### src/include/disp_cfg.svh
// display settings; the register reset values must fit the field widths in disp_pkg
`ifndef DISP_CFG_SVH
`define DISP_CFG_SVH

// binary input width and digit counts
`define DISP_BIN_W 20
`define DISP_DIGITS 6
// seven converter digits hold up to 1,048,575
`define DISP_CONV_DIGITS 7

// receive buffer depth, also the sender's initial credits
`define DISP_CREDITS 2

// register map
`define DISP_ADDR_CTRL 2'd0
`define DISP_ADDR_DP 2'd1
`define DISP_ADDR_DIV 2'd2

// register reset values
`define DISP_ENABLE_RST 1'b1
`define DISP_BLANK_LZ_RST 1'b0
`define DISP_DP_NONE 3'd7
`define DISP_SCAN_DIV_RST 16'd999

`endif

### src/verilog/disp_pkg.sv
// shared display types; widths follow disp_cfg.svh, seg and dig_sel are active low
`default_nettype none

`include "disp_cfg.svh"

package disp_pkg;

    // unsigned binary value from the producer
    typedef logic [`DISP_BIN_W-1:0] bin_value_t;

    // one BCD digit
    typedef logic [3:0] bcd_digit_t;

    // displayed digits, digit 0 in the low nibble
    typedef logic [4*`DISP_DIGITS-1:0] bcd_word_t;

    // bit 0 = a .. bit 6 = g, bit 7 = dp
    typedef logic [7:0] seg_t;

    // one-hot digit enable, low = digit on
    typedef logic [`DISP_DIGITS-1:0] dig_sel_t;

    // register fields
    typedef logic [15:0] scan_div_t;
    typedef logic [2:0] dp_pos_t;
    typedef logic [1:0] cfg_addr_t;
    typedef logic [15:0] cfg_data_t;

    // converter sequencing
    typedef enum logic [2:0] {
        CONV_IDLE,
        CONV_LOAD,
        CONV_ADJUST,
        CONV_SHIFT,
        CONV_DONE
    } conv_state_t;

endpackage

`default_nettype wire

### src/verilog/bin_to_bcd_conv.sv
// one value converts at a time, 42 cycles pop to bcd_valid; the sender must respect credits
`timescale 1ns/10ps
`default_nettype none

`include "disp_cfg.svh"

module bin_to_bcd_conv
    import disp_pkg::*;
(
    input  wire         sys_clk,
    input  wire         sys_rst_n,
    input  wire         value_valid,
    input  wire  bin_value_t value,
    output logic        credit_return,
    output logic        bcd_valid,
    output bcd_word_t   bcd_data,
    output logic        ovf
);

    // digit fields sit above the binary field
    localparam int SR_W  = 4*`DISP_CONV_DIGITS + `DISP_BIN_W;
    localparam int PTR_W = ($clog2(`DISP_CREDITS) > 0) ? $clog2(`DISP_CREDITS) : 1;
    localparam int CNT_W = $clog2(`DISP_CREDITS + 1);
    localparam int BIT_W = $clog2(`DISP_BIN_W);

    bin_value_t        fifo_mem [`DISP_CREDITS];
    logic [PTR_W-1:0]  wr_ptr;
    logic [PTR_W-1:0]  rd_ptr;
    logic [CNT_W-1:0]  fifo_cnt;
    logic              fifo_pop;
    conv_state_t       state;
    conv_state_t       state_nxt;
    logic [SR_W-1:0]   shift_reg;
    logic [BIT_W-1:0]  bit_cnt;
    bcd_digit_t        top_digit;

    //**************************************************************************
    // receive buffer
    //**************************************************************************

    // pop and credit share the load cycle
    assign fifo_pop      = (state == CONV_LOAD);
    assign credit_return = fifo_pop;

    always_ff @(posedge sys_clk) begin
        if (value_valid)
            fifo_mem[wr_ptr] <= value;
    end

    always_ff @(posedge sys_clk or negedge sys_rst_n) begin
        if (!sys_rst_n) begin
            wr_ptr   <= '0;
            rd_ptr   <= '0;
            fifo_cnt <= '0;
        end else begin
            if (value_valid)
                wr_ptr <= (wr_ptr == PTR_W'(`DISP_CREDITS-1)) ? '0 : wr_ptr + 1'b1;
            if (fifo_pop)
                rd_ptr <= (rd_ptr == PTR_W'(`DISP_CREDITS-1)) ? '0 : rd_ptr + 1'b1;
            // occupancy, credits keep it within depth
            case ({value_valid, fifo_pop})
                2'b10:   fifo_cnt <= fifo_cnt + 1'b1;
                2'b01:   fifo_cnt <= fifo_cnt - 1'b1;
                default: fifo_cnt <= fifo_cnt;
            endcase
        end
    end

    //**************************************************************************
    // sequencing FSM
    //**************************************************************************

    always_comb begin
        state_nxt = state;
        case (state)
            CONV_IDLE:   if (fifo_cnt != '0) state_nxt = CONV_LOAD;
            CONV_LOAD:   state_nxt = CONV_ADJUST;
            CONV_ADJUST: state_nxt = CONV_SHIFT;
            // last shift after DISP_BIN_W passes
            CONV_SHIFT:  state_nxt = (bit_cnt == BIT_W'(`DISP_BIN_W-1)) ? CONV_DONE
                                                                        : CONV_ADJUST;
            // next buffered value goes straight in
            CONV_DONE:   state_nxt = (fifo_cnt != '0) ? CONV_LOAD : CONV_IDLE;
            default:     state_nxt = CONV_IDLE;
        endcase
    end

    always_ff @(posedge sys_clk or negedge sys_rst_n) begin
        if (!sys_rst_n) begin
            state   <= CONV_IDLE;
            bit_cnt <= '0;
        end else begin
            state <= state_nxt;
            if (state == CONV_LOAD)
                bit_cnt <= '0;
            else if (state == CONV_SHIFT)
                bit_cnt <= bit_cnt + 1'b1;
        end
    end

    //**************************************************************************
    // shift and add 3
    //**************************************************************************

    always_ff @(posedge sys_clk) begin
        case (state)
            CONV_LOAD: shift_reg <= {{(4*`DISP_CONV_DIGITS){1'b0}}, fifo_mem[rd_ptr]};
            CONV_ADJUST: begin
                // every digit above 4 gets 3 before the shift
                for (int i = 0; i < `DISP_CONV_DIGITS; i++) begin
                    if (shift_reg[`DISP_BIN_W + 4*i +: 4] > 4'd4)
                        shift_reg[`DISP_BIN_W + 4*i +: 4] <=
                            shift_reg[`DISP_BIN_W + 4*i +: 4] + 4'd3;
                end
            end
            CONV_SHIFT: shift_reg <= shift_reg << 1;
            default:    shift_reg <= shift_reg;
        endcase
    end

    // highest converter digit, non-zero means out of display range
    assign top_digit = shift_reg[SR_W-1 -: 4];

    // result held until the next conversion ends
    always_ff @(posedge sys_clk or negedge sys_rst_n) begin
        if (!sys_rst_n) begin
            bcd_valid <= 1'b0;
            bcd_data  <= '0;
            ovf       <= 1'b0;
        end else begin
            bcd_valid <= (state == CONV_DONE);
            if (state == CONV_DONE) begin
                bcd_data <= shift_reg[`DISP_BIN_W +: 4*`DISP_DIGITS];
                ovf      <= (top_digit != 4'd0);
            end
        end
    end

endmodule

`default_nettype wire

### src/verilog/disp_cfg_regs.sv
// single-cycle write, combinational read; oversized write data is truncated per field
`timescale 1ns/10ps
`default_nettype none

`include "disp_cfg.svh"

module disp_cfg_regs
    import disp_pkg::*;
(
    input  wire         sys_clk,
    input  wire         sys_rst_n,
    input  wire         cfg_wr,
    input  wire  cfg_addr_t cfg_addr,
    input  wire  cfg_data_t cfg_wdata,
    output cfg_data_t   cfg_rdata,
    output logic        enable,
    output logic        blank_lz,
    output dp_pos_t     dp_pos,
    output scan_div_t   scan_div
);

    //**************************************************************************
    // register write
    //**************************************************************************

    always_ff @(posedge sys_clk or negedge sys_rst_n) begin
        if (!sys_rst_n) begin
            enable   <= `DISP_ENABLE_RST;
            blank_lz <= `DISP_BLANK_LZ_RST;
            dp_pos   <= `DISP_DP_NONE;
            scan_div <= `DISP_SCAN_DIV_RST;
        end else if (cfg_wr) begin
            case (cfg_addr)
                // ctrl, bit 0 enable, bit 1 blanking
                `DISP_ADDR_CTRL: begin
                    enable   <= cfg_wdata[0];
                    blank_lz <= cfg_wdata[1];
                end
                `DISP_ADDR_DP:  dp_pos   <= dp_pos_t'(cfg_wdata);
                `DISP_ADDR_DIV: scan_div <= scan_div_t'(cfg_wdata);
                // address 3 has nothing behind it
                default: ;
            endcase
        end
    end

    //**************************************************************************
    // read-back
    //**************************************************************************

    // zero padded above each field
    always_comb begin
        case (cfg_addr)
            `DISP_ADDR_CTRL: cfg_rdata = cfg_data_t'({blank_lz, enable});
            `DISP_ADDR_DP:   cfg_rdata = cfg_data_t'(dp_pos);
            `DISP_ADDR_DIV:  cfg_rdata = cfg_data_t'(scan_div);
            default:         cfg_rdata = '0;
        endcase
    end

endmodule

`default_nettype wire

### src/verilog/seg_scan.sv
// common-anode, active-low seg and dig_sel; outputs move only on a scan step
`timescale 1ns/10ps
`default_nettype none

`include "disp_cfg.svh"

module seg_scan
    import disp_pkg::*;
(
    input  wire         sys_clk,
    input  wire         sys_rst_n,
    input  wire         bcd_valid,
    input  wire  bcd_word_t bcd_data,
    input  wire         ovf,
    input  wire         enable,
    input  wire         blank_lz,
    input  wire  dp_pos_t   dp_pos,
    input  wire  scan_div_t scan_div,
    output seg_t        seg,
    output dig_sel_t    dig_sel
);

    localparam int IDX_W = $clog2(`DISP_DIGITS);

    bcd_word_t         bcd_hold;
    logic              ovf_hold;
    logic              have_result;
    scan_div_t         div_cnt;
    logic              scan_step;
    logic [IDX_W-1:0]  dig_idx;
    bcd_digit_t        cur_digit;
    logic              upper_zero;
    logic              blank_digit;
    seg_t              seg_nxt;

    // latest result, display stays dark until the first one
    always_ff @(posedge sys_clk or negedge sys_rst_n) begin
        if (!sys_rst_n) begin
            bcd_hold    <= '0;
            ovf_hold    <= 1'b0;
            have_result <= 1'b0;
        end else if (bcd_valid) begin
            bcd_hold    <= bcd_data;
            ovf_hold    <= ovf;
            have_result <= 1'b1;
        end
    end

    //**************************************************************************
    // scan timing
    //**************************************************************************

    // >= so a smaller divider written mid-count still wraps
    assign scan_step = (div_cnt >= scan_div);

    always_ff @(posedge sys_clk or negedge sys_rst_n) begin
        if (!sys_rst_n) begin
            div_cnt <= '0;
            dig_idx <= '0;
        end else begin
            div_cnt <= scan_step ? '0 : div_cnt + 1'b1;
            if (scan_step)
                dig_idx <= (dig_idx == IDX_W'(`DISP_DIGITS-1)) ? '0 : dig_idx + 1'b1;
        end
    end

    //**************************************************************************
    // digit decode
    //**************************************************************************

    always_comb begin
        cur_digit = bcd_hold[4*dig_idx +: 4];
        // any non-zero digit above the current one
        upper_zero = 1'b1;
        for (int i = 0; i < `DISP_DIGITS; i++) begin
            if ((i > dig_idx) && (bcd_hold[4*i +: 4] != 4'd0))
                upper_zero = 1'b0;
        end
        // digit 0 always shows
        blank_digit = blank_lz && !ovf_hold && (dig_idx != '0) &&
                      (cur_digit == 4'd0) && upper_zero;
        if (ovf_hold)
            seg_nxt = 8'hbf;    // dash, g only
        else if (blank_digit)
            seg_nxt = 8'hff;
        else begin
            case (cur_digit)
                4'd0:    seg_nxt = 8'hc0;
                4'd1:    seg_nxt = 8'hf9;
                4'd2:    seg_nxt = 8'ha4;
                4'd3:    seg_nxt = 8'hb0;
                4'd4:    seg_nxt = 8'h99;
                4'd5:    seg_nxt = 8'h92;
                4'd6:    seg_nxt = 8'h82;
                4'd7:    seg_nxt = 8'hf8;
                4'd8:    seg_nxt = 8'h80;
                4'd9:    seg_nxt = 8'h90;
                default: seg_nxt = 8'hff;
            endcase
        end
        // point applies on dash and blank digits too
        if (dig_idx == dp_pos)
            seg_nxt[7] = 1'b0;
    end

    // seg and dig_sel update together
    always_ff @(posedge sys_clk or negedge sys_rst_n) begin
        if (!sys_rst_n) begin
            seg     <= '1;
            dig_sel <= '1;
        end else if (scan_step) begin
            if (enable && have_result) begin
                seg     <= seg_nxt;
                dig_sel <= ~(dig_sel_t'(1) << dig_idx);
            end else begin
                seg     <= '1;
                dig_sel <= '1;
            end
        end
    end

endmodule

`default_nettype wire

### src/verilog/num_display_top.sv
// credit-based value input only; the display side always takes the latest result
`timescale 1ns/10ps
`default_nettype none

`include "disp_cfg.svh"

module num_display_top
    import disp_pkg::*;
(
    input  wire         sys_clk,
    input  wire         sys_rst_n,
    input  wire         value_valid,
    input  wire  bin_value_t value,
    input  wire         cfg_wr,
    input  wire  cfg_addr_t cfg_addr,
    input  wire  cfg_data_t cfg_wdata,
    output logic        credit_return,
    output logic        bcd_valid,
    output bcd_word_t   bcd_data,
    output logic        ovf,
    output cfg_data_t   cfg_rdata,
    output seg_t        seg,
    output dig_sel_t    dig_sel
);

    // register fields into the scanner
    logic       enable;
    logic       blank_lz;
    dp_pos_t    dp_pos;
    scan_div_t  scan_div;

    // binary to BCD with receive buffer
    bin_to_bcd_conv conv_i (
        .sys_clk       (sys_clk),
        .sys_rst_n     (sys_rst_n),
        .value_valid   (value_valid),
        .value         (value),
        .credit_return (credit_return),
        .bcd_valid     (bcd_valid),
        .bcd_data      (bcd_data),
        .ovf           (ovf)
    );

    // software settings
    disp_cfg_regs regs_i (
        .sys_clk   (sys_clk),
        .sys_rst_n (sys_rst_n),
        .cfg_wr    (cfg_wr),
        .cfg_addr  (cfg_addr),
        .cfg_wdata (cfg_wdata),
        .cfg_rdata (cfg_rdata),
        .enable    (enable),
        .blank_lz  (blank_lz),
        .dp_pos    (dp_pos),
        .scan_div  (scan_div)
    );

    // six-digit multiplexed output
    seg_scan scan_i (
        .sys_clk   (sys_clk),
        .sys_rst_n (sys_rst_n),
        .bcd_valid (bcd_valid),
        .bcd_data  (bcd_data),
        .ovf       (ovf),
        .enable    (enable),
        .blank_lz  (blank_lz),
        .dp_pos    (dp_pos),
        .scan_div  (scan_div),
        .seg       (seg),
        .dig_sel   (dig_sel)
    );

endmodule

`default_nettype wire

### config.mk
export PLATFORM = sky130hd
export DESIGN_NAME = num_display_top
export DESIGN_NICKNAME = d
export VERILOG_FILES = /design/src/verilog/disp_pkg.sv /design/src/verilog/bin_to_bcd_conv.sv /design/src/verilog/disp_cfg_regs.sv /design/src/verilog/seg_scan.sv /design/src/verilog/num_display_top.sv
export VERILOG_INCLUDE_DIRS = /design/src /design/src/include
export SDC_FILE = /design/constraint.sdc
export NUM_CORES = 1
export LEC_CHECK = 0
export BUFFER_PORTS_ARGS = -buffer_cell sky130_fd_sc_hd__buf_2
export CAP_MARGIN = 20
export CORE_AREA = 2 2 194 139
export CTS_CLUSTER_DIAMETER = 200
export DETAILED_ROUTE_END_ITERATION = 6
export DIE_AREA = 0 0 196 141
export GPL_TIMING_DRIVEN = 0
export SLEW_MARGIN = 10
export SYNTH_ARGS = -nofsm -noshare
export SYNTH_HDL_FRONTEND = slang
export SYNTH_SLANG_ARGS = --single-unit
### constraint.sdc
create_clock -name sys_clk -period 2.92 [get_ports sys_clk]
set_input_delay 0 -clock sys_clk [delete_from_list [all_inputs] [get_ports sys_clk]]
set_output_delay 0 -clock sys_clk [all_outputs]
set_load 0.02 [all_outputs]
==> summary.txt <==
Outcome
  • Status: completed

Route
  • Routed vias: 6551
  • DR iter-0 viols: 386
  • DRT antenna net count: 0
  • Routed vias/inst: 5.01
  • DRC Markers: 0
  • Drt pass-1 iters: 4
  • Wire length per cell: 16.4 um
  • DRT Wirelength: 21400 um

Place
  • IO Port Bufs: 98
  • Placed cells: roughly 1.2k
  • Routability cong.: 0.813
  • Hpwl dp: around 15000 um

Clock network
  • CTS tree: built
  • Max Root-Sink Buffers: 3
  • Root Buffer Master: clkbuf_16
  • Num CTS Buffers: 22
  • Worst-Skew Late Latency: just over 500 ps
  • H-tree depth: 1
  • Clock slew at reported path FFs: 60 ps
  • TritonCTS sink count: ~200

Worst setup path
  • Top delay family on crit path: compound AO/OA/AOI/OAI gates
  • Crit path buf inv count: 2
  • Critical path peak fanout: 10
  • Crit path DAT: roughly 3300 ps
  • Most common cell on crit path: buf_4
  • Slowest CP cell: or4_1
  • Crit path launch type: flip-flop
  • Crit. End Element: flip-flop
  • CP required: roughly 3400 ps
  • CP max stage delay: 400 ps
  • Classification of the worst setup path: reg -> reg
  • Crit path cell chain: buf_4 -> buf_4 -> mux2i_2 -> o22ai_1 -> a31oi_4 -> ha_1 -> nand2_1 -> a2111oi_4 -> nor3b_1 -> or4_1 -> a31oi_1

Logic synthesis
  • Async SR Flop Fraction: 0.573
  • Mapped Nets: 868
  • Post-synthesis cell area: 0.00963 sq mm
  • Post-synth EDFFs: slightly below 90
  • Post-Synthesis Cells: 783
  • Synth area leader: edfxtp_1
  • Top area cells in the synthesized netlist: edfxtp_1 27%, dfrtp_1 24%, mux2_2 8.3%
  • Count of different cell masters after synthesis: 51
  • Synth warnings: 0
  • Yosys top cell area share: 0.274
  • Top FF cell, synth: dfrtp_1
  • Avg Inst Size Synth: roughly 12 sq um
  • Flops & latches, synth: 206
  • Seq/Total Area, Yosys: 0.584

Job
  • Max_cap viols: 0

GRT
  • Largest net degree at the start of global routing: 65
  • Vias in the first global route: 6504
  • First-pass GRT wire length: between 30000 and 40000 um
  • GRT overflow: 0
  • Gr usage total: 0.158
  • Initial antenna violation count: 0

Finish
  • Max FFs per register: 48
  • Area delta synth->final: 22.8%
  • Post-route insts no fill: 1308
  • Fill cell count: 2405
  • Fraction of final layout cells with drive strength greater than 1: 0.266
  • Final #Nets: 1039
  • Antenna diode count: 0

Floorplan
  • Row count: 50
  • Ports: 99
  • Core area: between 0.02 and 0.03 sq mm
  • DIE WIDTH: 196 um
  • Die area: 0.0276 sq mm
  • Die Span Y: approximately 140 um
  • Initial core utilization: 0.370

STA
  • Unrepaired setup endpoints after global routing: true
  • Final hold vios: 0
  • Fmax: 353 MHz
  • Share of the clock period used by the worst path: 0.971
  • Setup violations, final: 0
  • Clock skew: 14.9 ps
  • Crit path time final: 2840 ps
  • Slew of the pin with the lowest slew margin: 951 ps
  • Max-slew violation count: 0
  • Max-slew headroom: 0.366

Hold path
  • Worst min path class: in -> async

Pwr
  • LEAKAGE: 0.00535 uW
  • VDD IR-drop max: between 0.4 and 0.5 mV
  • Pwr dens: 885 mW/mm^2
  • Power consumption: 10500 uW
-- cell type report --
class	count	area, sq um	share of cell area
flip-flops and latches	206	5630	0.476
multi-input cells	500	3730	0.316
repair buffers	147	1000	0.0845
clock buffers	32	671	0.0567
well taps	338	423	0.0357
inverters	43	161	0.0136
plain buffers	34	141	0.0119
clock inverters	8	73.8	0.00624
-- layout by cell type (no fill, tap or decap), drive strengths merged, types with 18 or more instances in the layout --
master | Yosys | routed
mux2 | 72 | 72
xor2 | 22 | 22
nand2 | 49 | 49
mux2i | 31 | 31
buf | 8 | 112
a21oi | 31 | 31
edfxtp | 88 | 88
and2 | 18 | 18
dlygate4sd3 | 0 | 43
dfrtp | 92 | 92
o21ai | 61 | 61
ha | 43 | 43
clkbuf | 26 | 58
nor2 | 46 | 46
dfstp | 26 | 26
inv | 43 | 45
-- Yosys cell counts, types with 16 or more instances --
cell type / instances
mux2_2: 71
ha_1: 43
o21ai_0: 52
xor2_1: 22
edfxtp_1: 88
and2_1: 18
nor2_1: 46
o22ai_1: 16
dfrtp_1: 92
mux2i_1: 31
clkbuf_1: 26
nand2_1: 49
dfstp_2: 26
a21oi_1: 31
inv_1: 40
-- kinds of logic (layout without fill, tap and decap cells) --
family | Yosys count | in the layout | share of synthesized area
and+or+nand+nor | 174 | 174 | 0.0887
AOI/OAI and AO/OA | 151 | 151 | 0.0977
xor gates and xnor gates | 29 | 29 | 0.0264
adders and majority gates | 43 | 43 | 0.0559
muxes | 103 | 103 | 0.116
buffers and inverters | 77 | 264 | 0.0308
DFF | 206 | 206 | 0.584
-- worst reg2reg max path, cell delays in order (launching register included) --
cell and delay [ps]:
dfrtp_1 380, buf_4 190, buf_4 220, mux2i_2 260, o22ai_1 150, a31oi_4 230
ha_1 210, nand2_1 90, a2111oi_4 390, nor3b_1 80, or4_1 400, a31oi_1 170
-- routing by layer --
metal,global-route usage,part of all wire
met1,0.245,0.51
met2,0.228,0.42
met3,0.0325,0.053
met4,0.0319,0.014
met5,0,0
-- power by group --
group	internal [uW]	total [uW]	leakage (uW)	switching, uW
clock	1690	2840	0.000368	1150
sequential	4110	4670	0.00236	556
combinational	1180	2970	0.00262	1780
-- worst paths after layout --
kind / cells past startpoint / from / slack [ps] / to
max: 11 / scan_i.dig_idx[0] / 80 / scan_i.seg[6]
max in group asynchronous: 3 / sys_rst_n / 2140 / regs_i.scan_div[9]
min in group sys_clk: 2 / value[6] / 220 / conv_i.fifo_mem[0][6]
min: 2 / sys_rst_n / 30 / scan_i.dig_idx[2]
min reg2reg: 1 / scan_i.have_result / 470 / scan_i.have_result
max reg2reg: 11 / scan_i.dig_idx[0] / 80 / scan_i.seg[6]
-- repair_timing --
action	CTS	global route
endpoints found under the hold margin	166	0
hold buffers	43	0
gates resized for setup	5	5
setup buffers	1	2
endpoints found under the setup margin	11	16
-- per-stage QoR --
step                      area [sq um]  hold WS (ps)  setup TNS, ps  setup WS (ps)   util
after global routing             11800          63.9           -138           -138  0.455
after detailed placement         10600          4.20          -3460           -356  0.408
after floorplan                   9630          -296              0            298      -
final                            11800          25.4              0           83.8  0.455
after global placement           10500           189          -4340           -424  0.405
after CTS                        11800          34.8              0           33.9  0.454
No activity file was read; power rests on OpenSTA's default activity.
